`src/hdl/map_defs.svh`:
```
`ifndef MAP_DEFS_SVH
`define MAP_DEFS_SVH

// control registers, write and read back
`define SOUNDLATCH_ADDR 16'hC800
`define SCROLL_LO_ADDR  16'hC802
`define SCROLL_HI_ADDR  16'hC803
`define SPARE_ADDR      16'hC804
`define PAL_BANK_ADDR   16'hC805
`define BANK_SEL_ADDR   16'hC806

// input ports, active low, read only
`define SYS_PORT_ADDR   16'hC000
`define P1_PORT_ADDR    16'hC001
`define P2_PORT_ADDR    16'hC002
`define DSWA_ADDR       16'hC003
`define DSWB_ADDR       16'hC004

// ram windows, top is inclusive
`define SPRITE_BASE     16'hCC00
`define SPRITE_TOP      16'hCC7F
`define FG_BASE         16'hD000
`define FG_TOP          16'hD7FF
`define BG_BASE         16'hD800
`define BG_TOP          16'hDBFF
`define WORK_BASE       16'hE000
`define WORK_TOP        16'hEFFF

`define SPRITE_AW       7   // 128 bytes
`define FG_AW           11  // video + color ram
`define BG_AW           10
`define WORK_AW         12

`endif
```
`src/hdl/io_pkg.sv`:
```
package io_pkg;

  // scroll as the video side sees it
  typedef struct packed {
    logic [7:0] hi;  // written at the high address
    logic [7:0] lo;
  } scroll_t;

  // rom bank for 0x8000-0xbfff
  typedef logic [1:0] bank_sel_t;

  // palette bank, only two bits go out
  typedef logic [1:0] pal_bank_t;

endpackage

```
`src/hdl/map_pkg.sv`:
```
package map_pkg;

  // cpu data bus is one byte wide
  typedef logic [7:0] byte_t;

  // full z80 address space
  typedef logic [15:0] cpu_addr_t;

  // one class per decoded window
  typedef enum logic [2:0] {
    RGN_NONE,    // rom space and holes, reads zero
    RGN_REG,     // control registers
    RGN_PORT,    // joystick / dip ports
    RGN_SPRITE,
    RGN_FG,
    RGN_BG,
    RGN_WORK
  } region_t;

endpackage

```
`src/hdl/ctrl_regs.sv`:
```
`timescale 1ns/10ps

`include "map_defs.svh"

module ctrl_regs (
  input  logic                cpu_clk,
  input  logic                rst_b,
  input  map_pkg::region_t    region,
  input  map_pkg::cpu_addr_t  paddr,
  input  map_pkg::byte_t      pwdata,
  input  logic                reg_we,
  input  logic                up,
  input  logic                down,
  input  logic                left,
  input  logic                right,
  input  logic                fire,
  input  logic                special,
  input  logic                p1_start,
  input  logic                p2_start,
  input  logic                coin,
  input  map_pkg::byte_t      dip,
  output map_pkg::byte_t      reg_rdata,
  output map_pkg::byte_t      soundlatch,
  output io_pkg::scroll_t     scroll,
  output io_pkg::pal_bank_t   pal_bank,
  output io_pkg::bank_sel_t   bank_sel
);

  import map_pkg::*;

  byte_t spare_q;
  byte_t pal_q;    // full byte kept for readback
  logic  load;

  assign load = reg_we && (region == RGN_REG);

  always_ff @(posedge cpu_clk or negedge rst_b) begin
    if (!rst_b) begin
      soundlatch <= '0;
      scroll     <= '0;
      spare_q    <= '0;
      pal_q      <= '0;
      bank_sel   <= '0;
    end else if (load) begin
      case (paddr)
        `SOUNDLATCH_ADDR: soundlatch <= pwdata;
        `SCROLL_LO_ADDR:  scroll.lo  <= pwdata;
        `SCROLL_HI_ADDR:  scroll.hi  <= pwdata;
        `SPARE_ADDR:      spare_q    <= pwdata;
        `PAL_BANK_ADDR:   pal_q      <= pwdata;
        `BANK_SEL_ADDR:   bank_sel   <= pwdata[1:0];
        default: ;
      endcase
    end
  end

  assign pal_bank = pal_q[1:0];

  // ports are active low, so everything is inverted
  always_comb begin
    reg_rdata = '0;
    if (region == RGN_REG || region == RGN_PORT) begin
      case (paddr)
        `SYS_PORT_ADDR:   reg_rdata = ~{coin, 5'b00000, p2_start, p1_start};
        `P1_PORT_ADDR,
        `P2_PORT_ADDR:    reg_rdata = ~{2'b00, special, fire, up, down, right, left};
        `DSWA_ADDR:       reg_rdata = 8'hFF;
        `DSWB_ADDR:       reg_rdata = ~{4'b0000, dip[0], 3'b000}; // test mode switch
        `SOUNDLATCH_ADDR: reg_rdata = soundlatch;
        `SCROLL_LO_ADDR:  reg_rdata = scroll.lo;
        `SCROLL_HI_ADDR:  reg_rdata = scroll.hi;
        `SPARE_ADDR:      reg_rdata = spare_q;
        `PAL_BANK_ADDR:   reg_rdata = pal_q;
        `BANK_SEL_ADDR:   reg_rdata = {6'b000000, bank_sel};
        default:          reg_rdata = '0;
      endcase
    end
  end

endmodule

```
`config.mk`:
```
export PLATFORM = sky130hd
export DESIGN_NAME = ctrl_regs
export DESIGN_NICKNAME = d
export VERILOG_FILES = /design/src/hdl/io_pkg.sv /design/src/hdl/map_pkg.sv /design/src/hdl/ctrl_regs.sv
export VERILOG_INCLUDE_DIRS = /design/src /design/src/hdl
export SDC_FILE = /design/constraint.sdc
export NUM_CORES = 1
export LEC_CHECK = 0
export BUFFER_PORTS_ARGS = -buffer_cell sky130_fd_sc_hd__buf_2
export CORE_MARGIN = 3
export CORE_UTILIZATION = 43
export CTS_CLUSTER_DIAMETER = 50
export CTS_CLUSTER_SIZE = 8
export DETAILED_ROUTE_END_ITERATION = 8
export GPL_TIMING_DRIVEN = 0
export PLACE_DENSITY = 0.75
export SYNTH_ARGS = -nofsm -noshare
export SYNTH_HDL_FRONTEND = slang
export SYNTH_SLANG_ARGS = --single-unit
```
`constraint.sdc`:
```
create_clock -name cpu_clk -period 1.8 [get_ports cpu_clk]
set_input_delay 0.27 -clock cpu_clk [delete_from_list [all_inputs] [get_ports cpu_clk]]
set_output_delay 0.27 -clock cpu_clk [all_outputs]
set_load 0.03 [all_outputs]
```
# Yosys cells after proc, flatten, opt, wreduce, memory -nomap -nowiden

Index checks and enable logic that the tools add are counted.

Bits in registers: 42
Bits of input ports: 47

Equal/unequal tests: 13
Mux-type cells: 2
Bitwise operators: 3
Reduce and logical (&&, ||, !) cells: 9

Operators with widths:

| kind                                                                  | number |
|---|---|
| 16-bit equality test, second input constant                           | 11 |
| 8-bit one-hot mux with 10 select lines                                | 1 |
| 2-bit AND reduction                                                   | 6 |
| 8-bit two-way mux                                                     | 1 |
| 4-bit inverter with 8-bit output                                      | 1 |
| 6-bit inverter with 8-bit output                                      | 1 |
| 8-bit inverter                                                        | 1 |
| 3-bit by 1-bit equality test with 1-bit output, second input constant | 1 |
| 3-bit by 2-bit equality test with 1-bit output, second input constant | 1 |
| 2-bit OR reduction                                                    | 1 |
| 1-bit logical AND                                                     | 1 |
| 1-bit logical OR                                                      | 1 |

# Longest topological paths before layout

Depth in word-level cells: 4
Depth in mapped cells: 7
Gate-level depth less buffers: 5

# Worst setup path after synthesis

Ideal clock, no wire load.

Path type: input port to output port
Start: input port paddr[5]
End: output port reg_rdata[2]
Data arrival time: 1915 ps
Data required time: 1530 ps
Slack: -385 ps
Stages: 5
Path buffers: 0
Cells stage by stage: nor3_4 -> nand3_1 -> nor3_1 -> nand3_1 -> a41oi_1

Longest elaborated chain between the ends: 4
Elaborated cells on any way between the ends: 14
Classes of those cells: eq/ne (11); mux (2); reduce/logical (1)

RTL lines:

| item                                       | RTL line        | RTL |
|---|---|---|
| start, declared                            | ctrl_regs.sv:9  | `input map_pkg::cpu_addr_t paddr,` |
| 16-bit equality test                       | ctrl_regs.sv:63 | `case (paddr)` |
| 2-bit OR reduction                         | ctrl_regs.sv:63 |  |
| 8-bit one-hot mux with 10 select lines (*) | ctrl_regs.sv:63 |  |
| 8-bit two-way mux (*)                      | ctrl_regs.sv:62 | `if (region == RGN_REG \|\| region == RGN_PORT) begin` |
| end, declared                              | ctrl_regs.sv:22 | `output map_pkg::byte_t reg_rdata,` |

Mark *: on every way between the ends. The rest lies on a longest branch, timed or not.

# Worst setup path after layout

Start: input port paddr[9]
End: output port reg_rdata[2]

The elaborated chain is that of the path after synthesis.

==> run summary <==
Initial Utilization = 0.462
Detail Placement HPWL = 5180 um
Worst Skew = 0 ns
Remaining DRCs = 0
Num rows = 26
Cell family with most CP delay = compound AO/OA/AOI/OAI gates
Bufs and invs on worst path = 3
Cell taking the most area after synthesis = dfrtp_1
Initial antenna violation count = 0
N_diodes = 0
First-pass DRT Iterations = 4
Hold WC Path Type = in -> async
Crit-path max FO = 8
Synth top area share = 0.426
Final min period = 2.02 ns
Data required time of the critical path = 1.53 ns
Synth warn = 0
Distinct cell type count after synthesis = 48
FF+latch count, synth = 42
Routed Antenna Nets = 0
Wire per inst = 19.1 um
Unrepaired setup endpoints after global routing = yes
Pre-CTS worst setup slack = -0.681 ns
First-pass GRT wire length = 11700 um
Cell Chain, Critical Path = buf_6 -> and4bb_4 -> nand3_4 -> a211oi_4 -> o31ai_4 -> buf_12 -> a41oi_4 -> buf_6
Util after Layout = 0.702
Worst-Margin Slew = 0.944 ns
Final setup TNS = -1.53 ns
Clk root buf = clkbuf_8
Hold_buf cts = 0
Vias per cell = 5.89
RR Startpoint = scroll[15]
DIE AREA = 6680 sq um
Startpoint Class = input port
Max_cap viols = 0
Status = finished, violations left
Fmax = 495 MHz
Synth area leaders = dfrtp_1 43%, mux2_2 22%, nor2_1 2.9%
Slew margin rel. = 0.370
PD cells = 510 nW/um^2
RePlAce Congestion = 0.921
Vias = 2352
Layout area overhead = 52.0%
Final hold violation count = 0
GR Util All Layers = 0.236
Post-layout instance area = 3750 sq um
Sequential share of the synthesized area = 0.426
Die Ht = 81.7 um
Tcrit/Tclk final = 1.12
Clk slew on worst S/H paths = 0.08 ns
PnR worst setup slack = -0.221 ns
Failing checks = negative setup slack
CTS tree = yes
CTS Buf Count = 5
IO Pins = 83
Maximum vdd drop = 0.332 mV
Clock Path Buffers = 2
Crit Path Category = in -> out
Overflow after GRT = 0
Critical Path AT = 1.75 ns
Core box area = 5340 sq um
# setup viols final = 8
Worst setup EP type = output pin
CP max stage delay = 0.40 ns
Post-synthesis net count = 276
Nets = 375
Vias in the first global route = 2295
LEAKAGE = 1.79 nW
Placed inst area = 3120 sq um
CTS Sinks = 42
Reg2Reg Setup Slack = 0.91 ns
Worst R2R End = scroll[15]
Die width = 81.7 um
Worst R2R Path Depth = 2
Largest net degree at the start of global routing = 43
Fin. max-slew vios = 0
DRT iter0 DRCs = 138
Synth Cell Area = 2470 sq um
Slowest cell on crit path = and4bb_4
Most numerous cell on the critical path = buf_6
Layout cells sized above 1 = 0.641
H-tree Lvls = 2
Final wirelength = 7630 um
Post-Syn Instances = 229
Fin cells = 399
Placed insts = 372
Worst-Skew Late Latency = 0.29 ns
IO Port Bufs = 73
Syn Area/Cell = 10.8 sq um
[cells in the final DEF, fill, tap and decap left out, types with 2 or more instances in the layout]
master / instances
nor2_2: 4
nand2_1: 8
nor2_1: 13
nor3b_2: 2
clkinv_2: 2
buf_2: 63
o31ai_1: 3
nor4_4: 2
a221oi_2: 2
a21oi_2: 2
nand3_1: 6
mux2_2: 40
nor3_1: 4
clkbuf_2: 3
nor2b_1: 2
dfrtp_1: 42
a21oi_1: 5
buf_6: 15
a21oi_4: 3
buf_4: 19
mux2_4: 9
nand2_4: 2
nand4_1: 5
nand3b_1: 2
a22o_1: 5
or2_2: 2
clkbuf_8: 5
buf_12: 3
mux2i_1: 5
a41oi_4: 2
a31oi_4: 3
inv_1: 4
nor2_4: 6
nor3_4: 6
nand3_4: 2
[flip-flops by register name (all words and copies together), names as in the netlist]
signal	count
soundlatch	8
pal_q	8
spare_q	8
bank_sel	2
scroll	16
[layout make-up]
class	count	area, sq um
multi-input cells	169	1740
fillers	409	1590
flip-flops and latches	42	1050
repair buffers	93	636
plain buffers	13	114
well taps	70	87.6
clock buffers	5	68.8
clock inverters	3	40.0
inverters	4	15.0
[cells by family after synthesis]
| family | Yosys count | synth area share |
|---|---|---|
| simple gates | 77 | 0.185 |
| mux | 54 | 0.244 |
| buf+inv | 18 | 0.0345 |
| compound gates | 36 | 0.104 |
| xor+xnor | 2 | 0.00710 |
| flops | 42 | 0.426 |
[power breakdown]
part / switching (mW) / leakage [nW] / internal, mW
logic: 0.139 / 1.14 / 0.0866
registers: 0.0000324 / 0.587 / 0.942
clock network: 0.335 / 0.0579 / 0.408
[synthesized netlist by cell type, drive strengths merged]
library cell / number
a22o: 5
and3: 1
nand3b: 3
nor4: 3
nor2: 23
a21oi: 10
a221oi: 2
nand4: 5
nand3: 8
xor2: 1
nand2: 10
o21a: 1
nor4b: 1
clkbuf: 6
nand2b: 1
xnor2: 1
o21bai: 1
mux2: 49
and4bb: 1
mux2i: 5
or4: 1
o21ai: 2
a41oi: 2
o41ai: 1
a32oi: 2
a211oi: 1
nor2b: 2
a21o: 1
dfrtp: 42
o31ai: 4
or2: 3
inv: 4
nor3b: 4
buf: 8
a31oi: 4
nor3: 10
nor4bb: 1
[per-stage QoR]
stage	hold WS (ns)	power [mW]
global route	0.181	1.98
detailed placement	0.460	1.14
global placement	0.452	1.14
finish	0.114	1.91
floorplan	-0.0256	1.05
CTS	0.136	1.91
[repair_timing]
action | in CTS | in global routing
hold endpoints to repair | 0 | 0
pin swaps | 19 | 8
setup endpoints to repair | 42 | 42
gates resized for setup | 56 | 23
setup buffers | 15 | 5
[per-layer routing]
metal	part of all wire	vias to the layer above	track usage
li1	-	1052	-
met1	0.42	1168	0.309
met2	0.48	113	0.389
met3	0.075	19	0.0482
met4	0.025	0	0.0797
met5	0	-	0
[worst max-delay path by stage]
| stage | from | end | slack [ns] | cells past startpoint |
|---|---|---|---|---|
| after floorplan | paddr[10] | scroll[10] | -0.08 | 6 |
| after global placement | paddr[7] | reg_rdata[2] | -0.61 | 7 |
| after detailed placement | paddr[7] | reg_rdata[2] | -0.68 | 7 |
| after CTS | scroll[4] | reg_rdata[4] | -0.20 | 5 |
| after global routing | paddr[4] | reg_rdata[0] | -0.27 | 8 |
| final | paddr[9] | reg_rdata[2] | -0.22 | 8 |
(Power assumes the default switching activity.)
