<file path="config.mk">
export PLATFORM = sky130hd
export DESIGN_NAME = bus_response
export DESIGN_NICKNAME = d
export VERILOG_FILES = /design/src/hdl/map_defs.svh /design/src/hdl/map_pkg.sv /design/src/hdl/bus_response.sv
export SDC_FILE = /design/constraint.sdc
export NUM_CORES = 1
export LEC_CHECK = 0
export ABC_AREA = 1
export BUFFER_PORTS_ARGS = -buffer_cell sky130_fd_sc_hd__buf_4
export CAP_MARGIN = 10
export CORE_AREA = 2 2 39 41
export CTS_BUF_LIST = sky130_fd_sc_hd__clkbuf_2
export CTS_CLUSTER_SIZE = 16
export DETAILED_ROUTE_END_ITERATION = 6
export DIE_AREA = 0 0 41 43
export GPL_TIMING_DRIVEN = 0
export HOLD_SLACK_MARGIN = 0.02
export PLACE_DENSITY = 0.62
export SYNTH_ARGS = -nofsm -noshare
export SYNTH_HDL_FRONTEND = slang
export SYNTH_SLANG_ARGS = --single-unit
export TNS_END_PERCENT = 100
</file>
<file path="constraint.sdc">
create_clock -name cpu_clk -period 1.93 [get_ports cpu_clk]
set_input_delay 0.0965 -clock cpu_clk [delete_from_list [all_inputs] [get_ports cpu_clk]]
set_output_delay 0.0965 -clock cpu_clk [all_outputs]
set_load 0.02 [all_outputs]
</file>
<file path="src/hdl/map_defs.svh">
`ifndef MAP_DEFS_SVH
`define MAP_DEFS_SVH

// control registers, write and read back
`define SOUNDLATCH_ADDR 16'hC800
`define SCROLL_LO_ADDR  16'hC802
`define SCROLL_HI_ADDR  16'hC803
`define SPARE_ADDR      16'hC804
`define PAL_BANK_ADDR   16'hC805
`define BANK_SEL_ADDR   16'hC806

// input ports, active low, read only
`define SYS_PORT_ADDR   16'hC000
`define P1_PORT_ADDR    16'hC001
`define P2_PORT_ADDR    16'hC002
`define DSWA_ADDR       16'hC003
`define DSWB_ADDR       16'hC004

// ram windows, top is inclusive
`define SPRITE_BASE     16'hCC00
`define SPRITE_TOP      16'hCC7F
`define FG_BASE         16'hD000
`define FG_TOP          16'hD7FF
`define BG_BASE         16'hD800
`define BG_TOP          16'hDBFF
`define WORK_BASE       16'hE000
`define WORK_TOP        16'hEFFF

`define SPRITE_AW       7   // 128 bytes
`define FG_AW           11  // video + color ram
`define BG_AW           10
`define WORK_AW         12

`endif
</file>
<file path="src/hdl/map_pkg.sv">
package map_pkg;

  // cpu data bus is one byte wide
  typedef logic [7:0] byte_t;

  // full z80 address space
  typedef logic [15:0] cpu_addr_t;

  // one class per decoded window
  typedef enum logic [2:0] {
    RGN_NONE,    // rom space and holes, reads zero
    RGN_REG,     // control registers
    RGN_PORT,    // joystick / dip ports
    RGN_SPRITE,
    RGN_FG,
    RGN_BG,
    RGN_WORK
  } region_t;

endpackage

</file>
<file path="src/hdl/bus_response.sv">
`timescale 1ns/10ps

module bus_response (
  input  logic              cpu_clk,
  input  logic              rst_b,
  input  logic              psel,
  input  logic              penable,
  input  logic              pwrite,
  input  map_pkg::region_t  region,
  input  map_pkg::byte_t    reg_rdata,
  input  map_pkg::byte_t    ram_rdata,
  output logic              reg_we,
  output logic              ram_we,
  output map_pkg::byte_t    prdata,
  output logic              pready
);

  import map_pkg::*;

  logic access;
  logic is_ram;
  logic ram_wait;  // set during the second access cycle of a ram transfer

  assign access = psel && penable;
  assign is_ram = region inside {RGN_SPRITE, RGN_FG, RGN_BG, RGN_WORK};

  // one wait state, then clear again on completion
  always_ff @(posedge cpu_clk or negedge rst_b) begin
    if (!rst_b) begin
      ram_wait <= 1'b0;
    end else begin
      ram_wait <= access && is_ram && !ram_wait;
    end
  end

  assign pready = access && (!is_ram || ram_wait);

  assign reg_we = pready && pwrite && (region == RGN_REG);
  assign ram_we = pready && pwrite && is_ram;

  always_comb begin
    prdata = '0;
    if (pready) begin
      if (region == RGN_REG || region == RGN_PORT) begin
        prdata = reg_rdata;
      end else if (is_ram) begin
        prdata = ram_rdata;
      end
    end
  end

endmodule

</file>
---- After elaboration in Yosys (flattened, before gate mapping) ----
Cells that the tools add are included.
W data, S select, Z words.
word-level totals
  register bits ........................... 1
  latch bits .............................. 0
  RAM bits ................................ 0
  memory bits (read-only) ................. 0
  input bits .............................. 24
  output and inout bits ................... 11
  word-level logic and storage cells ...... 22
  memories kept ........................... 0
operators by class
  add/subtract/negate cells ............... 0
  $mul .................................... 0
  divide/modulo/power cells ............... 0
  order comparisons ....................... 0
  equality and inequality tests ........... 6
  shift operators ......................... 0
  multiplexer cells ....................... 3
  bitwise logic cells ..................... 0
  reduce and logical (&&, ||, !) cells .... 12
operators with widths
  operator              count
  $mux W8               3
  $eq A3 B3 Y1 const B  3
  $logic_and A1 B1 Y1   7
  $eq A3 B2 Y1 const B  2
  $reduce_bool A4 Y1    1
  $eq A3 B1 Y1 const B  1
  $logic_not A1 Y1      2
  $logic_or A1 B1 Y1    2

---- Depth between registers and ports, before layout ----
Gate-level depths: netlist (run 1).
  depth after elaboration ................. 7
  gate-level depth with buffers ........... 6
  depth with buffers taken out ............ 6

---- Worst setup path after synthesis (run 1) ----
OpenSTA, ideal clock, no wires.
  path type ............................... reg2out
  start point ............................. reg ram_wait
  end point ............................... out prdata[0]
  arrival time ............................ 0.897 ns
  data required time ...................... 1.833 ns
  path slack .............................. 0.937 ns
  cell stages (with the launch flop) ...... 5
  buffers on the path ..................... 0
  path through ............................ dfrtp_1 > inv_1 > nand3_4 > nand2_4 > a21oi_1
on the way
  cells in the longest elaborated chain, start to end .. 3
RTL lines
  element                   line                RTL
  start: declaration        bus_response.sv:22  logic ram_wait;
  start signal: assignment  bus_response.sv:32  ram_wait <= access && is_ram && !ram_wait;
  $logic_or A1 B1 Y1        bus_response.sv:36  assign pready = access && (!is_ram || ram_wait);
  $logic_and A1 B1 Y1       bus_response.sv:36
  $mux W8                   bus_response.sv:43  if (pready) begin
  end: declaration          bus_response.sv:14  output map_pkg::byte_t prdata,
Every way passes these cells.

---- Worst setup path after layout (run 1) ----
  start point ............................. in region[0]
  end point ............................... out prdata[5]
on the way
  cells in the longest elaborated chain, start to end .. 6
RTL lines
  element                                              line                RTL
  start: declaration                                   bus_response.sv:9   input map_pkg::region_t region,
  $eq A3 B2 Y1 / $eq A3 B3 Y1 (equally long branches)  bus_response.sv:25  assign is_ram = region inside {RGN_SPRITE, RGN_FG, RGN_BG, RGN_WORK};
  $reduce_bool A4 Y1                                   bus_response.sv:25
  $logic_not A1 Y1                                     bus_response.sv:36
  $logic_or A1 B1 Y1                                   bus_response.sv:36
  $logic_and A1 B1 Y1                                  bus_response.sv:36
  $mux W8 (*)                                          bus_response.sv:43
Every way passes the cells marked *; elsewhere a longest branch is shown, timed or not.

==> flow_summary.toml, run 1 <==
[layout]
nets = 107
antennaDiodeCount = 0
final_util_pct = 40.2
area_growth_pct = 105
regMostFlops = "ram_wait"
fin_cells = 97
drive_above_1_share_pct = 49.4
largest_reg_flops = 1
fin_area_sq_um = 557
reg.largest.list = "ram_wait: 1 flops"

[global_route]
grt_pass1_wl_mm = 1.57
grt_max_degree = 11
antenna_found_initial = 0
grt_pass1_vias = 435
track_usage_pct = 11.5
grt-ovfl-total = 0

[critical_path]
critPathKind = "primary input to output pin"
path_cells = "buf_4 > nand2_2 > nand2_2 > nand3_4 > nand2_4 > a21oi_1 > buf_4"
cp_data_required_time_ps = 1830
critical_path.endpoint_type = "output pin"
crit_fanout = 10
cp_slowest_cell = "nand2_2"
cp-start-kind = "primary input"
slowest_delay_ps = 180
worstPathArrival_ps = 1080

[clock_tree]
worstSkewPairLatency_ps = 0
cts.clk_slew.worst_paths_ps = 0
post_cts_buffers = 0

[yosys]
syn_nets = 70
ys_types = 12
synth_warnings = 0
syn_inst = 46
ys_ff_latch = 1
ys_seq_area_share_pct = 9.22
syn_avg_cell_area_sq_um = 5.90
synth_area_sq_um = 272

[detailed_routing]
dr.pass1.iters = 4
routed.top_layer = "met3"
dr.first_iter.drc_count = 10
drc = 0
wl_met1_um = 416
vias = 468
wl_met2_um = 516
wire_per_inst_um = 10.6
wirelength_mm = 1.03
avgViaCountPerCell = 4.82
dr_wl_met3_um = 99
ant_nets = 0

[flow_run]
cap_violations = 0

[die]
pin_count = 35
die_h_um = 43
start_util_pct = 19.6
rows = 14
die_w_um = 41
core_area_sq_mm = 0.00138
die-area_sq_mm = 0.00176

[placed_design]
numPortBuffers = 34
gp_congestion = 0.603
dpl.cell_count = 96
dpl.hpwl_um = 819
dpl_cell_area_sq_um = 547

[power_and_ir_drop]
power_density_mw_per_mm2 = 230
power_leakage_nw = 0.309
vdd.ir_drop.worst_mv = 0.126

[min_path]
min_path_type = "primary input to flop"

[timing]
rsz0062_at_grt = "false"
max_clock_freq_mhz = 847
hold_viol = 0
finalCritPeriodShare_pct = 61.2
period_minus_slack_ps = 1180
setup_violations = 0
worst_pin_slew_ps = 252
final.setup_skew_ps = 0
relSlewSlack_pct = 83.1
setup_tns_ps = 0
drv_slew = 0

[run_status]
status = "complete, no violations"
## per-layer routing
metal	GRT usage (%)	vias to the layer above
met4	0	0
met5	0	-
met3	0.524	0
met2	23.1	21
met1	12.7	206
li1	-	241
## cells in the mapped netlist
cell     instances  area share [%]
nor2_1           2             2.8
nand2_2          2             4.6
a21oi_1          8              15
nand3_4          1             6.5
inv_1            7             9.7
nand2_1          3             4.1
inv_2            1             1.4
dfrtp_1          1             9.2
nand2_4          1             4.1
nand3_2          1             3.7
nand3_1         10              18
nand4_1          9              21
## power breakdown
part | total, mW | leakage [nW] | internal [mW] | switching [mW]
clock | 0 | 0 | 0 | 0
combinational | 0.105 | 0.296 | 0.0536 | 0.0516
sequential | 0.0229 | 0.0135 | 0.0224 | 0.000476
total | 0.128 | 0.309 | 0.0760 | 0.0521
## cell usage in the layout (no fill, tap or decap)
master         instances
dfrtp_1                1
nand2_4                1
nand4_1                9
buf_4                 34
inv_1                  7
dlygate4sd3_1          1
nand3_4                1
nor2_1                 2
inv_2                  1
nand3_1               10
nand2_2                2
nand2_1                3
a21oi_1                8
nand3_2                1
## cell type report
class / count / area, sq um
fillers: 154 / 827
inverters: 8 / 30.0
multi-input cells: 37 / 216
flip-flops and latches: 1 / 25.0
well taps: 16 / 20.0
repair buffers: 35 / 265
## timing repair
item,CTS,global route
hold buffers,1,0
resized for setup,0,0
hold endpoints to repair,1,0
## per-stage QoR
stage                     power (mW)  hold WS (ps)  setup slack, ps
after floorplan               0.0714          -199              937
after global placement         0.127          -127              737
after detailed placement       0.127          -126              758
after CTS                      0.129           362              756
after global routing           0.138           396              656
final                          0.128           358              749
## worst max-delay path: cells and delay by family
family / cells / cell delay [ps]
simple gates: 4 / 540
buf+inv: 2 / 290
compound gates: 1 / 140
## worst paths after layout
kind                            startpoint        end  slack (ps)  depth (start not counted)
worst max-delay path             region[0]  prdata[5]         750                          7
worst min-delay path               penable   ram_wait         360                          3
worst max register to register    ram_wait   ram_wait        1220                          3
worst min register to register    ram_wait   ram_wait         570                          3
max in group asynchronous            rst_b   ram_wait        1430                          2
min in group asynchronous            rst_b   ram_wait         410                          2
## cell families (layout without fill, tap and decap cells)
logic type      Yosys count  after routing  synth area share (%)
compound gates            8              8                  14.7
buf+inv                   8             43                  11.1
flops                     1              1                  9.22
simple gates             29             29                  65.0
No activity file was read; power rests on OpenSTA's default activity.
==> inputs of run 2 (changes only) <==
Clock period 1.93 ns to 1.2 ns, I/O delays scaled along.
==> flow_summary.toml, run 2 (synthesized netlist as in run 1, its figures left out) <==
[layout]
reg.largest.list = "ram_wait: 1 flops"
layout_commonest_cell = "buf_4"
ff_latch_area_sq_um = 25.0
area_growth_pct = 107
multiInputGateArea_sq_um = 221
regMostFlops = "ram_wait"
nets = 107
final_util_pct = 40.6
drive_above_1_share_pct = 49.4
antennaDiodeCount = 0
largest_reg_flops = 1
n_fill_cell = 157
final_cell_mix = "buf_4, nand3_1, nand4_1, a21oi_1, inv_1"

[clock_tree]
post_cts_buffers = 0
worstSkewPairLatency_ps = 0
cts.clk_slew.worst_paths_ps = 0

[timing]
setup_tns_ps = 0
hold-worst-slack_ps = 321
hold_viol = 0
drv_slew = 0
worst_pin_slew_ps = 253
max_clock_freq_mhz = 963
setup_violations = 0
relSlewSlack_pct = 83.1
rsz0062_at_grt = "false"
final.setup_skew_ps = 0
finalCritPeriodShare_pct = 86.6
period_minus_slack_ps = 1040

[detailed_routing]
wirelength_mm = 1.01
vias = 461
ant_nets = 0
dr.first_iter.drc_count = 11
avgViaCountPerCell = 4.75
wire_per_inst_um = 10.4
drc = 0
dr.pass1.iters = 4

[die]
start_util_pct = 19.6
core_area_sq_mm = 0.00138
die-area_sq_mm = 0.00176
pin_count = 35
die_h_um = 43
rows = 14
die_w_um = 41

[global_route]
grt-ovfl-total = 0
track_usage_pct = 11.5
grt_max_degree = 11
antenna_found_initial = 0
grt_pass1_wl_mm = 1.57
grt_pass1_vias = 435

[critical_path]
cp-start-kind = "primary input"
critPathKind = "primary input to output pin"
cp_data_required_time_ps = 1140
worstPathArrival_ps = 980
reg2reg_depth = 3
crit_fanout = 10
critical_path.endpoint_type = "output pin"

[power_and_ir_drop]
vdd.ir_drop.worst_mv = 0.203
power_leakage_nw = 0.312
p_total_uw = 208
power_density_mw_per_mm2 = 370

[min_path]
whs_path_depth = 3
min_path_type = "primary input to flop"

[placed_design]
gp_congestion = 0.603
numPortBuffers = 34
dpl.hpwl_um = 819

[flow_run]
cap_violations = 0

[run_status]
status = "complete, no violations"
==> run 2: worst paths after layout <==
| kind | from | end | slack [ps] |
|---|---|---|---|
| setup / recovery | region[0] | prdata[5] | 160 |
| hold / removal | penable | ram_wait | 320 |
| setup reg to reg | ram_wait | ram_wait | 490 |
| hold reg to reg | ram_wait | ram_wait | 570 |
| max in group asynchronous | rst_b | ram_wait | 740 |
| min in group asynchronous | rst_b | ram_wait | 380 |
==> run 2: per-stage QoR <==
step                      instance area (sq um)  std cells  setup slack [ps]
after global routing                        562         97              68.3
after floorplan                             272         46               243
after global placement                      547         96              80.3
after detailed placement                    547         96               101
final                                       562         97               161
after CTS                                   557         97              98.7
==> run 2: what timing repair did <==
item / 4_1_cts / 5_1_grt
resized for setup: 0 / 1
hold buffers: 1 / 0
endpoints found under the setup margin: 0 / 1
endpoints found under the hold margin: 1 / 0
==> run 2: worst max-delay path, stage by stage <==
cell and delay, ps:
buf_4 130, nand2_2 160, nand2_4 130, nand3_4 100, nand2_4 90, a21oi_1 140, buf_4 160
==> run 2: area by class of cell <==
cell class | count | area share [%]
Inverter | 8 | 5.35
Multi-Input combinational cell | 37 | 39.4
Sequential cell | 1 | 4.45
Tap cell | 16 | 3.56
Timing Repair Buffer | 35 | 47.2
==> run 2: routing by layer <==
layer | up-vias | global-route usage (%) | part of all wire, %
li1 | 240 | - | -
met1 | 198 | 12.7 | 39
met3 | 0 | 0.524 | 10
met4 | 0 | 0 | 0
met5 | - | 0 | 0
met2 | 23 | 23.1 | 50
==> run 2: where the power goes <==
part           switching (mW)  internal (mW)  total, mW
Combinational          0.0839         0.0871      0.171
Sequential           0.000797         0.0360     0.0368
Clock                       0              0          0
==> inputs of run 3 (changes only) <==
Settings changed: PLACE_DENSITY 0.62 to 0.56.
==> flow_summary.toml, run 3 (synthesized netlist as in run 1, its figures left out) <==
[layout]
area_growth_pct = 107
nets = 107
regMostFlops = "ram_wait"
antennaDiodeCount = 0
fin_area_sq_um = 562
final_util_pct = 40.6
reg.largest.list = "ram_wait: 1 flops"
layout_commonest_cell = "buf_4"
largest_reg_flops = 1
final_cell_mix = "buf_4, nand3_1, nand4_1, a21oi_1, inv_1"
drive_above_1_share_pct = 49.4

[die]
pin_count = 35
start_util_pct = 19.6
rows = 14
die_h_um = 43
die-area_sq_mm = 0.00176
core_area_sq_mm = 0.00138
die_w_um = 41

[detailed_routing]
drc = 0
vias = 460
dr.pass1.iters = 4
avgViaCountPerCell = 4.74
ant_nets = 0
dr.first_iter.drc_count = 12
wire_per_inst_um = 10.3
wirelength_um = 995

[global_route]
grt_pass1_wl_mm = 1.52
antenna_found_initial = 0
grt-ovfl-total = 0
grt_max_degree = 11
grt_pass1_vias = 361
track_usage_pct = 11.3

[timing]
rsz0062_at_grt = "false"
drv_slew = 0
final.setup_skew_ps = 0
setup_tns_ps = 0
max_clock_freq_mhz = 955
hold_viol = 0
fin_ws_ps = 153
hold-worst-slack_ps = 319
worst_pin_slew_ps = 254
finalCritPeriodShare_pct = 87.3
setup_violations = 0
relSlewSlack_pct = 83.1
period_minus_slack_ps = 1050

[power_and_ir_drop]
power.switching_uw = 85.4
power_leakage_nw = 0.312
vdd.ir_drop.worst_mv = 0.175
power_density_mw_per_mm2 = 371
combPwrFrac_pct = 82.4
p_seq_share_pct = 17.6
p_clk_share_pct = 0
intPower_uw = 123
p_sw_share_pct = 41.0

[critical_path]
crit_fanout = 10
worstPathArrival_ps = 990
cp-start-kind = "primary input"
critPathKind = "primary input to output pin"
cp_data_required_time_ps = 1140
critical_path.endpoint_type = "output pin"

[placed_design]
dpl.hpwl_um = 794
place_ws_ps = 96.3
numPortBuffers = 34
dpl_cell_area_sq_um = 547
gp_congestion = 0.619

[clock_tree]
worstSkewPairLatency_ps = 0
post_cts_buffers = 0
cts.clk_slew.worst_paths_ps = 0

[flow_run]
cap_violations = 0

[min_path]
min_path_type = "primary input to flop"

[run_status]
status = "complete, no violations"
run 3: cell counts in the layout (fill, tap and decap cells not counted):
No cell type changed its count.
run 3: stage by stage:
step                total power [mW]  std cells
CTS                            0.208         97
global route                   0.225         97
global placement               0.204         96
detailed placement             0.205         96
floorplan                      0.115         46
finish                         0.209         97
run 3: final cells by class:
| class | count | area [sq um] |
|---|---|---|
| Sequential cell | 1 | 25.0 |
| Timing Repair Buffer | 35 | 265 |
| Tap cell | 16 | 20.0 |
| Multi-Input combinational cell | 37 | 221 |
| Inverter | 8 | 30.0 |
| Fill cell | 156 | 822 |
run 3: critical path, cell delays in order:
cell and delay (ps):
buf_4 120, nand2_2 170, nand2_4 130, nand3_4 100, nand2_4 90, a21oi_1 140
buf_4 160
run 3: metal layers:
layer	routed length, um	part of all wire [%]	track usage (%)	vias up
met3	102	10	1.05	0
li1	-	-	-	241
met1	435	44	16.6	197
met5	0	0	0	-
met4	0	0	0	0
met2	457	46	18.4	22
run 3: what timing repair did:
| action | 4_1_cts | 5_1_grt |
|---|---|---|
| endpoints found under the hold margin | 1 | 0 |
| gates resized for setup | 0 | 1 |
| hold buffers | 1 | 0 |
| setup endpoints to repair | 0 | 3 |
run 3: final timing paths:
check	from	endpoint	slack (ps)	cells past startpoint
max in group asynchronous	rst_b	ram_wait	740	2
min reg2reg	ram_wait	ram_wait	570	3
min in group asynchronous	rst_b	ram_wait	380	2
max	region[1]	prdata[5]	150	7
max reg2reg	ram_wait	ram_wait	490	3
min	penable	ram_wait	320	3
run 3: power groups by stage:
stage | registers (mW) | clock network (mW) | logic, mW
after floorplan | 0.0366 | 0 | 0.0782
final | 0.0367 | 0 | 0.172
after CTS | 0.0368 | 0 | 0.171
after global placement | 0.0368 | 0 | 0.167
after detailed placement | 0.0368 | 0 | 0.168
after global routing | 0.0371 | 0 | 0.188
