[config.mk]
export PLATFORM = sky130hd
export DESIGN_NAME = map_decoder
export DESIGN_NICKNAME = d
export VERILOG_FILES = /design/src/hdl/map_pkg.sv /design/src/hdl/map_decoder.sv
export VERILOG_INCLUDE_DIRS = /design/src /design/src/hdl
export SDC_FILE = /design/constraint.sdc
export NUM_CORES = 1
export LEC_CHECK = 0
export BUFFER_PORTS_ARGS = -buffer_cell sky130_fd_sc_hd__buf_4
export CORE_AREA = 8 8 45 47
export DETAILED_ROUTE_END_ITERATION = 16
export DIE_AREA = 0 0 53 55
export PLACE_DENSITY = 0.41
export SETUP_SLACK_MARGIN = 0.4
export SLEW_MARGIN = 20
export SYNTH_ARGS = -nofsm -noshare
export SYNTH_HDL_FRONTEND = slang
export SYNTH_SLANG_ARGS = --single-unit
[constraint.sdc]
create_clock -name vclk -period 1.9
set_input_delay 0.285 -clock vclk [all_inputs]
set_output_delay 0.285 -clock vclk [all_outputs]
set_load 0.05 [all_outputs]
[src/hdl/map_defs.svh]
`ifndef MAP_DEFS_SVH
`define MAP_DEFS_SVH

// control registers, write and read back
`define SOUNDLATCH_ADDR 16'hC800
`define SCROLL_LO_ADDR  16'hC802
`define SCROLL_HI_ADDR  16'hC803
`define SPARE_ADDR      16'hC804
`define PAL_BANK_ADDR   16'hC805
`define BANK_SEL_ADDR   16'hC806

// input ports, active low, read only
`define SYS_PORT_ADDR   16'hC000
`define P1_PORT_ADDR    16'hC001
`define P2_PORT_ADDR    16'hC002
`define DSWA_ADDR       16'hC003
`define DSWB_ADDR       16'hC004

// ram windows, top is inclusive
`define SPRITE_BASE     16'hCC00
`define SPRITE_TOP      16'hCC7F
`define FG_BASE         16'hD000
`define FG_TOP          16'hD7FF
`define BG_BASE         16'hD800
`define BG_TOP          16'hDBFF
`define WORK_BASE       16'hE000
`define WORK_TOP        16'hEFFF

`define SPRITE_AW       7   // 128 bytes
`define FG_AW           11  // video + color ram
`define BG_AW           10
`define WORK_AW         12

`endif
[src/hdl/map_pkg.sv]
package map_pkg;

  // cpu data bus is one byte wide
  typedef logic [7:0] byte_t;

  // full z80 address space
  typedef logic [15:0] cpu_addr_t;

  // one class per decoded window
  typedef enum logic [2:0] {
    RGN_NONE,    // rom space and holes, reads zero
    RGN_REG,     // control registers
    RGN_PORT,    // joystick / dip ports
    RGN_SPRITE,
    RGN_FG,
    RGN_BG,
    RGN_WORK
  } region_t;

endpackage

[src/hdl/map_decoder.sv]
`timescale 1ns/10ps

`include "map_defs.svh"

module map_decoder (
  input  map_pkg::cpu_addr_t paddr,
  output map_pkg::region_t   region
);

  import map_pkg::*;

  logic is_reg;
  logic is_port;

  // c801 is a hole between the registers
  assign is_reg = (paddr == `SOUNDLATCH_ADDR) ||
                  (paddr == `SCROLL_LO_ADDR)  ||
                  (paddr == `SCROLL_HI_ADDR)  ||
                  (paddr == `SPARE_ADDR)      ||
                  (paddr == `PAL_BANK_ADDR)   ||
                  (paddr == `BANK_SEL_ADDR);

  assign is_port = (paddr >= `SYS_PORT_ADDR) && (paddr <= `DSWB_ADDR);

  always_comb begin
    if (is_reg) begin
      region = RGN_REG;
    end else if (is_port) begin
      region = RGN_PORT;
    end else if (paddr >= `SPRITE_BASE && paddr <= `SPRITE_TOP) begin
      region = RGN_SPRITE;
    end else if (paddr >= `FG_BASE && paddr <= `FG_TOP) begin
      region = RGN_FG;
    end else if (paddr >= `BG_BASE && paddr <= `BG_TOP) begin
      region = RGN_BG;
    end else if (paddr >= `WORK_BASE && paddr <= `WORK_TOP) begin
      region = RGN_WORK;
    end else begin
      region = RGN_NONE; // rom and unused space
    end
  end

endmodule

Word level (Yosys, flattened, before mapping)

Index checks and enable logic that the tools add are counted.
Widths: inputs -> output; s select.

Flip-flop bits (word level): 0
Bits of input ports: 16
Output and inout port bits: 3
Word-level logic and storage cells: 32

Order comparisons: 10
Equal/unequal tests: 6
Mux-type cells: 6
Reductions and logical operators: 10

Operators by type and width:

| cell                 | count |
|---|---|
| $eq 16x16->1 const B | 6 |
| $ge 16x16->1 const B | 5 |
| $le 16x16->1 const B | 5 |
| $mux 3               | 6 |
| $logic_and 1x1->1    | 5 |
| $logic_or 1x1->1     | 5 |

Depth between registers and ports, before layout

Gate-level depths: netlist of run 1.

Depth in word-level cells: 8
Mapped depth: 3
Gate-level depth less buffers: 3

Worst setup path before layout of run 1

No wires, ideal clock.

Path type: input-to-output
Start point: input port paddr[8]
End point: output port region[0]
Arrival: 1,933 ps
Required time: 1,615 ps
Setup slack: -318 ps
Stages on the path: 3
Path buffers: 0
Cell sequence: or4_4 -> or3_4 -> o31ai_2

Cells in the longest elaborated chain, start to end: 7
Elaborated cells between the ends (all ways): 28
Classes of those cells: order compare (8); eq/ne (6); mux (5); reduce/logical (9)

Ends and longest elaborated chain:

| element                                                                | RTL line                             | RTL |
|---|---|---|
| start: declaration                                                     | map_decoder.sv:6                     | `input map_pkg::cpu_addr_t paddr,` |
| $ge 16x16->1 (no line), or another cell as far along                   | --                                   |  |
| $logic_and 1x1->1 (no line) / $logic_or 1x1->1 (equally long branches) | --                                   |  |
| $mux 3 / $logic_or 1x1->1 (equally long branches)                      | map_decoder.sv:34, map_decoder.sv:16 |  |
| $mux 3 / $logic_or 1x1->1 (equally long branches)                      | map_decoder.sv:32, map_decoder.sv:16 |  |
| $mux 3 / $logic_or 1x1->1 (equally long branches)                      | map_decoder.sv:30, map_decoder.sv:16 |  |
| $mux 3 / $logic_or 1x1->1 (equally long branches)                      | map_decoder.sv:28, map_decoder.sv:16 |  |
| $mux 3 (*)                                                             | map_decoder.sv:26                    | `if (is_reg) begin` |
| end: declaration                                                       | map_decoder.sv:7                     | `output map_pkg::region_t region` |

Mark *: on every way between the ends. The rest lies on a longest branch, timed or not.

Worst setup path in the final report of run 1

Start point: input port paddr[8]
End point: output port region[1]

Cells in the longest elaborated chain, start to end: 8
Elaborated cells between the ends (all ways): 32
Classes of those cells: order compare (10); eq/ne (6); mux (6); reduce/logical (10)

Ends and longest elaborated chain:

| element                                                       | RTL line          | RTL |
|---|---|---|
| $ge 16x16->1 (no line) / $le 16x16->1 (equally long branches) | --                |  |
| $logic_and 1x1->1 (no line)                                   | --                |  |
| $mux 3                                                        | map_decoder.sv:36 | `` end else if (paddr >= `WORK_BASE && paddr <= `WORK_TOP) begin `` |
| $mux 3                                                        | map_decoder.sv:34 | `` end else if (paddr >= `BG_BASE && paddr <= `BG_TOP) begin `` |
| $mux 3                                                        | map_decoder.sv:32 | `` end else if (paddr >= `FG_BASE && paddr <= `FG_TOP) begin `` |
| $mux 3                                                        | map_decoder.sv:30 | `` end else if (paddr >= `SPRITE_BASE && paddr <= `SPRITE_TOP) begin `` |
| $mux 3                                                        | map_decoder.sv:28 | `end else if (is_port) begin` |
| $mux 3 (*)                                                    | map_decoder.sv:26 |  |

Marks and branches as above.

==> impl_metrics.json, run 1 <==
{
  "num_vias": 252,
  "viasPerCell": 4.13,
  "start_util": 0.115,
  "drc": 0,
  "rsz0062_at_grt": "true",
  "die-area_mm2": 0.00292,
  "nNetsFinal": 63,
  "slew_viol_final": 0,
  "flops_and_latches": 0,
  "n_clock_buffer": 0,
  "port_buffers": 19,
  "postCtsHoldBufs": 0,
  "worstPathArrival_ns": 1.68,
  "yosysWarnings": 0,
  "die_y_um": 55,
  "end_kind": "output port",
  "worstSetupPathType": "input port to output port",
  "total_power_mw": 0.0675,
  "path_delay_family": "simple AND/OR/NAND/NOR gates",
  "power.density_mw_per_mm2": 169,
  "layout_commonest_cell": "buf_4",
  "p_leak_nw": 0.175,
  "grt_pass1_wl_um": 986,
  "fp-row-count": 14,
  "antennaDiodeCount": 0,
  "antenna_found_initial": 0,
  "holdCritPathClass": "input port to output port",
  "io_pins": 19,
  "synth_area_leader_cell": "nor2b_1",
  "totalWireLength_um": 664,
  "crit_required_ns": 1.62,
  "grt_usage": 0.0409,
  "die_w_um": 53,
  "holdPathEnd": "region[0]",
  "grt_max_degree": 5,
  "netlist-cell-type-count": 16,
  "min-delay-start": "paddr[7]",
  "syn_to_final_growth_pct": 151,
  "cp.buffers_inverters": 2,
  "avgRoutedWirePerCell_um": 10.9,
  "cp-start-kind": "input port",
  "finalHoldViolCount": 0,
  "layout_common_cells": "buf_4 (19), buf_6 (5), nor2b_1 (3)",
  "detail-route-antenna-nets": 0,
  "fmax_mhz": 510,
  "crit_path_max_incr_delay_ns": 0.52,
  "grt_pass1_vias": 237,
  "setup_tns_ns": -0.0980,
  "coreArea_mm2": 0.00138,
  "synthTopCellsByArea": "nor2b_1 (12%), or4_1 (9.4%), o211ai_2 (7.9%)",
  "maxCapViolCount": 0,
  "setup_violations": 2,
  "regArea_um2": 0,
  "synth_top_area_frac": 0.118,
  "synth_cells": 21,
  "fin_crit_ns": 1.96,
  "synth_area_um2": 159,
  "drt_first_pass_iters": 5,
  "n_fill_cell": 158,
  "fin_ws_ns": -0.0620,
  "critPathMaxFanout": 2,
  "layout-drive-gt1-share": 0.644,
  "status": "finished, violations left",
  "postCtsSetupRepairBufs": 0,
  "crit_chain": "buf_6 > or4_4 > or4_4 > o211ai_4 > buf_6",
  "whs_path_depth": 4,
  "drt_iter0_drc": 2,
  "gr-total-overflow": 0,
  "syn_nets": 37,
  "hpwl_um": 607,
  "syn_avg_cell_area_um2": 7.57,
  "slowest_stage": "or4_4",
  "period_share": 1.03,
  "ir_drop_mv": 0.0596,
  "violations": "setup timing",
  "gp_congestion": 0.707,
  "seq_area_frac_synth": 0,
  "worstMarginPinSlew_ns": 0.187,
  "max_slew_margin": 0.875
}
==> routing by layer <==
layer	track usage	up-vias	share of wire
li1	-	132	-
met1	0.0573	106	0.47
met2	0.0547	14	0.38
met3	0.0241	0	0.16
met4	0	0	0
met5	0	-	0
==> metrics by stage <==
step	instance area [µm²]	cells	hold WS, ns	util	worst slack (ns)
floorplan	176	21	0.798	-	-0.0434
global placement	377	61	1.03	0.272	-0.159
detailed placement	377	61	1.02	0.272	-0.160
CTS	399	61	0.994	0.288	-0.0658
global route	399	61	1.00	0.288	-0.0977
finish	399	61	0.992	0.288	-0.0620
==> logic make-up after synthesis <==
group | synth area share
XOR/XNOR | 0.0551
AND/OR/NAND/NOR | 0.583
AO/OA/AOI/OAI | 0.315
buffers and inverters | 0.0473
==> timing repair <==
item | CTS | global route
gates cloned | 0 | 0
resized for setup | 6 | 0
pin swaps | 2 | 0
setup endpoints to repair | 2 | 2
==> final cells by class <==
cell class | count | area, µm² | area share
repair buffers | 24 | 199 | 0.498
inverters | 2 | 7.51 | 0.0188
multi-input cells | 19 | 173 | 0.433
well taps | 16 | 20.0 | 0.0502
==> synth_stat cells <==
master,instances
nor2b_1,3
inv_1,2
nand2_1,2
or4_1,2
a2111o_1,1
a21oi_1,1
a22o_1,1
nand3_1,1
nand4b_1,1
nor2_1,1
o211ai_2,1
o31ai_2,1
or3_4,1
or4_4,1
or4bb_1,1
xnor2_1,1
==> worst max path at each step <==
| stage | endpoint | cells past startpoint | start |
|---|---|---|---|
| floorplan | region[0] | 3 | paddr[8] |
| global placement | region[1] | 5 | paddr[0] |
| detailed placement | region[1] | 5 | paddr[8] |
| CTS | region[1] | 5 | paddr[8] |
| global route | region[1] | 5 | paddr[8] |
| finish | region[1] | 5 | paddr[8] |
==> power breakdown <==
part / switching, mW / leakage [nW] / internal [mW]
registers: 0 / 0 / 0
clock network: 0 / 0 / 0
logic: 0.0264 / 0.175 / 0.0411
Note: power is estimated with default switching activity, not from simulation.
==> run 2: changes to the inputs <==
- PLACE_DENSITY: 0.41 -> 0.45
==> run 2 against run 1 <==
The run still ends with setup timing left. Total power increased by 0.40%. Critical path depth unchanged. First-iteration DRC count unchanged. Cell area is 0.94% higher. Sequential share of layout area stayed put. Worst hold slack better by 0.0021 ns. Combinational power about the same. Global-route usage is 0.16 points higher. Die area is the same. Setup slack got worse by 0.0023 ns. Cell count is the same. Maximum frequency fell by 0.12%. Largest cell class unchanged. Largest power group unchanged.
==> impl_metrics.json, run 2 (same netlist as run 1, synthesis figures left out) <==
{
  "layout-drive-gt1-share": 0.667,
  "multiInputGateArea_um2": 176,
  "grt_pass1_vias": 282,
  "setup_tns_ns": -0.0932,
  "drt_iter0_drc": 2,
  "n_clock_buffer": 0,
  "n_fill_cell": 161,
  "die_y_um": 55,
  "hpwl_um": 604,
  "crit_required_ns": 1.62,
  "cp-endpoint": "region[1]",
  "violations": "setup timing",
  "period_share": 1.03,
  "slew_viol_final": 0,
  "p_leak_nw": 0.176,
  "final_util": 0.291,
  "coreArea_mm2": 0.00138,
  "start_util": 0.115,
  "grt_pass1_wl_um": 1040,
  "fp-row-count": 14,
  "fin_crit_ns": 1.96,
  "flops_and_latches": 0,
  "cp-start-kind": "input port",
  "end_kind": "output port",
  "gr-total-overflow": 0,
  "antenna_found_initial": 0,
  "gp_congestion": 0.695,
  "post-place-cells": 61,
  "postCtsSetupRepairBufs": 0,
  "grt_max_degree": 5,
  "maxCapViolCount": 0,
  "viasPerCell": 4.25,
  "grt_usage": 0.0425,
  "die-area_mm2": 0.00292,
  "nNetsFinal": 63,
  "detail-route-antenna-nets": 0,
  "final_design_area_no_fill_um2": 403,
  "rsz0062_at_grt": "true",
  "worstMarginPinSlew_ns": 0.174,
  "status": "finished, violations left",
  "finalHoldViolCount": 0,
  "die_w_um": 53,
  "total_power_mw": 0.0677,
  "io_pins": 19,
  "setup_violations": 2,
  "worstPathArrival_ns": 1.68,
  "layout_commonest_cell": "buf_4",
  "num_vias": 259,
  "drc": 0,
  "drt_first_pass_iters": 2,
  "antennaDiodeCount": 0,
  "syn_to_final_growth_pct": 154,
  "crit_path_start": "paddr[8]",
  "fin_ws_ns": -0.0643,
  "ir_drop_mv": 0.0424,
  "postCtsHoldBufs": 0,
  "fmax_mhz": 509,
  "max_slew_margin": 0.884,
  "power.density_mw_per_mm2": 168,
  "avgRoutedWirePerCell_um": 10.7,
  "worstSetupPathType": "input port to output port",
  "holdCritPathClass": "input port to output port",
  "finalNonFillerCells": 61,
  "layout_common_cells": "buf_4 (19), buf_6 (5), or4_4 (3), nor2b_1 (3)",
  "placed_area_um2": 377,
  "critPathMaxFanout": 2,
  "regArea_um2": 0,
  "totalWireLength_um": 653,
  "port_buffers": 19
}
run 2: cell counts in the layout (fill, tap and decap cells not counted):
No cell type changed its count.
run 2: worst min-delay path by stage:
stage | startpoint | end | slack (ns) | cells past startpoint
3_5_place_dp | paddr[7] | region[0] | 1.03 | 4
3_3_place_gp | paddr[11] | region[0] | 1.02 | 4
6_report | paddr[11] | region[0] | 0.99 | 4
2_1_floorplan | paddr[11] | region[0] | 0.80 | 2
4_1_cts | paddr[7] | region[1] | 1.00 | 4
5_1_grt | paddr[11] | region[0] | 1.00 | 4
run 2: through the flow:
step | hold WS (ns) | worst slack, ns
after floorplan | 0.798 | -0.0434
after detailed placement | 1.03 | -0.165
after global routing | 1.00 | -0.0979
after global placement | 1.02 | -0.157
after CTS | 1.00 | -0.0698
final | 0.994 | -0.0643
run 2: cell type report:
| cell class | count | area share |
|---|---|---|
| repair buffers | 24 | 0.494 |
| multi-input cells | 19 | 0.438 |
| inverters | 2 | 0.0186 |
| well taps | 16 | 0.0497 |
run 2: layer usage:
layer,wire length [µm],vias to the layer above,global-route usage
met5,0,-,0
met4,0,0,0
met3,87,0,0.0107
met2,329,11,0.0898
met1,236,117,0.0422
li1,-,131,-
run 2: worst max-delay path: stages:
cell and delay [ns]:
buf_6 0.09, or4_4 0.52, or4_4 0.51, o211ai_4 0.10, buf_6 0.18
run 2: report_power, final:
group | switching [mW] | leakage (nW) | internal (mW)
Sequential | 0 | 0 | 0
Clock | 0 | 0 | 0
Combinational | 0.0262 | 0.176 | 0.0416
run 2: what timing repair did:
item                                    4_1_cts  5_1_grt
endpoints found under the setup margin        2        2
gates resized for setup                       6        1
pin swaps                                     2        3
==> run 3: changes to the inputs <==
==> constraint.sdc (replaced) <==
create_clock -name vclk -period 1.9
set_input_delay 0.19 -clock vclk [all_inputs]
set_output_delay 0.19 -clock vclk [all_outputs]
set_load 0.05 [all_outputs]
==> run 3 against run 2 <==
The run now ends clean. Global-route usage is 0.33 points lower. Count of clock-buffer cells in the layout stayed put. Sequential cell count stayed put. Critical path type unchanged. Critical endpoint unchanged. Highest routed layer unchanged.
==> impl_metrics.json, run 3 (same netlist as run 1, synthesis figures left out) <==
{
  "maxCapViolCount": 0,
  "grt_pass1_wl_um": 945,
  "coreArea_mm2": 0.00138,
  "status": "finished clean",
  "worstSetupPathType": "input port to output port",
  "setup_tns_ns": 0,
  "layout-drive-gt1-share": 0.600,
  "postCtsSetupRepairBufs": 0,
  "start_util": 0.115,
  "power.density_mw_per_mm2": 165,
  "die_w_um": 53,
  "busiest_layer": "met2",
  "num_vias": 231,
  "end_kind": "output port",
  "viasPerCell": 4.13,
  "fp-row-count": 14,
  "critPathMaxFanout": 2,
  "gr-total-overflow": 0,
  "grt_pass1_vias": 250,
  "regArea_um2": 0,
  "crit_required_ns": 1.71,
  "antenna_found_initial": 0,
  "antennaDiodeCount": 0,
  "nNetsFinal": 58,
  "period_share": 0.945,
  "worstPathArrival_ns": 1.60,
  "drt_first_pass_iters": 1,
  "drt_iter0_drc": 0,
  "met1_usage": 0.0437,
  "syn_to_final_growth_pct": 123,
  "hpwl_um": 585,
  "port_buffers": 19,
  "holdCritPathClass": "input port to output port",
  "p_leak_nw": 0.148,
  "die-area_mm2": 0.00292,
  "max_slew_margin": 0.880,
  "drc": 0,
  "slew_viol_final": 0,
  "avgRoutedWirePerCell_um": 11.1,
  "grt_usage": 0.0392,
  "worstMarginPinSlew_ns": 0.180,
  "placed_area_um2": 339,
  "final_design_area_no_fill_um2": 354,
  "fin_crit_ns": 1.79,
  "grtUsageMet3": 0.00802,
  "detail-route-antenna-nets": 0,
  "layout_commonest_cell": "buf_4",
  "grt_max_degree": 5,
  "whs_path_depth": 4,
  "cp-start-kind": "input port",
  "io_pins": 19,
  "multiInputGateArea_um2": 173,
  "fmax_mhz": 557,
  "layout_common_cells": "buf_4 (16), nor2b_1 (3), buf_6 (3)",
  "totalWireLength_um": 622,
  "die_y_um": 55,
  "ir_drop_mv": 0.0350,
  "gp_congestion": 0.676,
  "n_fill_cell": 159,
  "finalHoldViolCount": 0,
  "grt_util_met2": 0.0781,
  "rsz0062_at_grt": "true",
  "flops_and_latches": 0,
  "setup_violations": 0,
  "n_clock_buffer": 0
}
-- run 3: cell count changes in the layout (fill, tap and decap cells not counted), sizes merged --
cell	before	now
buf	24	19
-- run 3: path summary, 6_finish.rpt --
kind,endpoint,start,slack (ns)
worst max-delay path,region[1],paddr[8],0.11
worst min-delay path,region[0],paddr[11],0.80
-- run 3: power breakdown --
group          internal [mW]  switching [mW]
clock network              0               0
logic                 0.0335          0.0248
registers                  0               0
-- run 3: per-stage QoR --
step	cells	setup slack, ns	util	hold WS (ns)	power, mW
finish	56	0.105	0.256	0.801	0.0583
global route	56	0.0870	0.256	0.810	0.0623
CTS	56	0.101	0.253	0.804	0.0581
detailed placement	56	0.0246	0.245	0.835	0.0570
global placement	56	0.0263	0.245	0.835	0.0567
floorplan	21	0.147	-	0.608	0.0229
-- run 3: what timing repair did --
| item | in CTS | in global routing |
|---|---|---|
| resized for setup | 3 | 1 |
| setup endpoints to repair | 2 | 2 |
| pin swaps | 1 | 3 |
| hold buffers | 0 | 0 |
-- run 3: critical path, cell delays in order --
cell and delay, ns:
buf_4 0.11, or4_4 0.52, or4_4 0.51, o211ai_4 0.10, buf_6 0.18
-- run 3: layer usage --
metal / vias up / share of wire
met3: 0 / 0.12
li1: 122 / -
met2: 11 / 0.47
met4: 0 / 0
met5: - / 0
met1: 98 / 0.41
-- run 3: final cells by class --
| class | instances | area share |
|---|---|---|
| Multi-Input combinational cell | 19 | 0.488 |
| Timing Repair Buffer | 19 | 0.435 |
| Tap cell | 16 | 0.0565 |
| Inverter | 2 | 0.0212 |
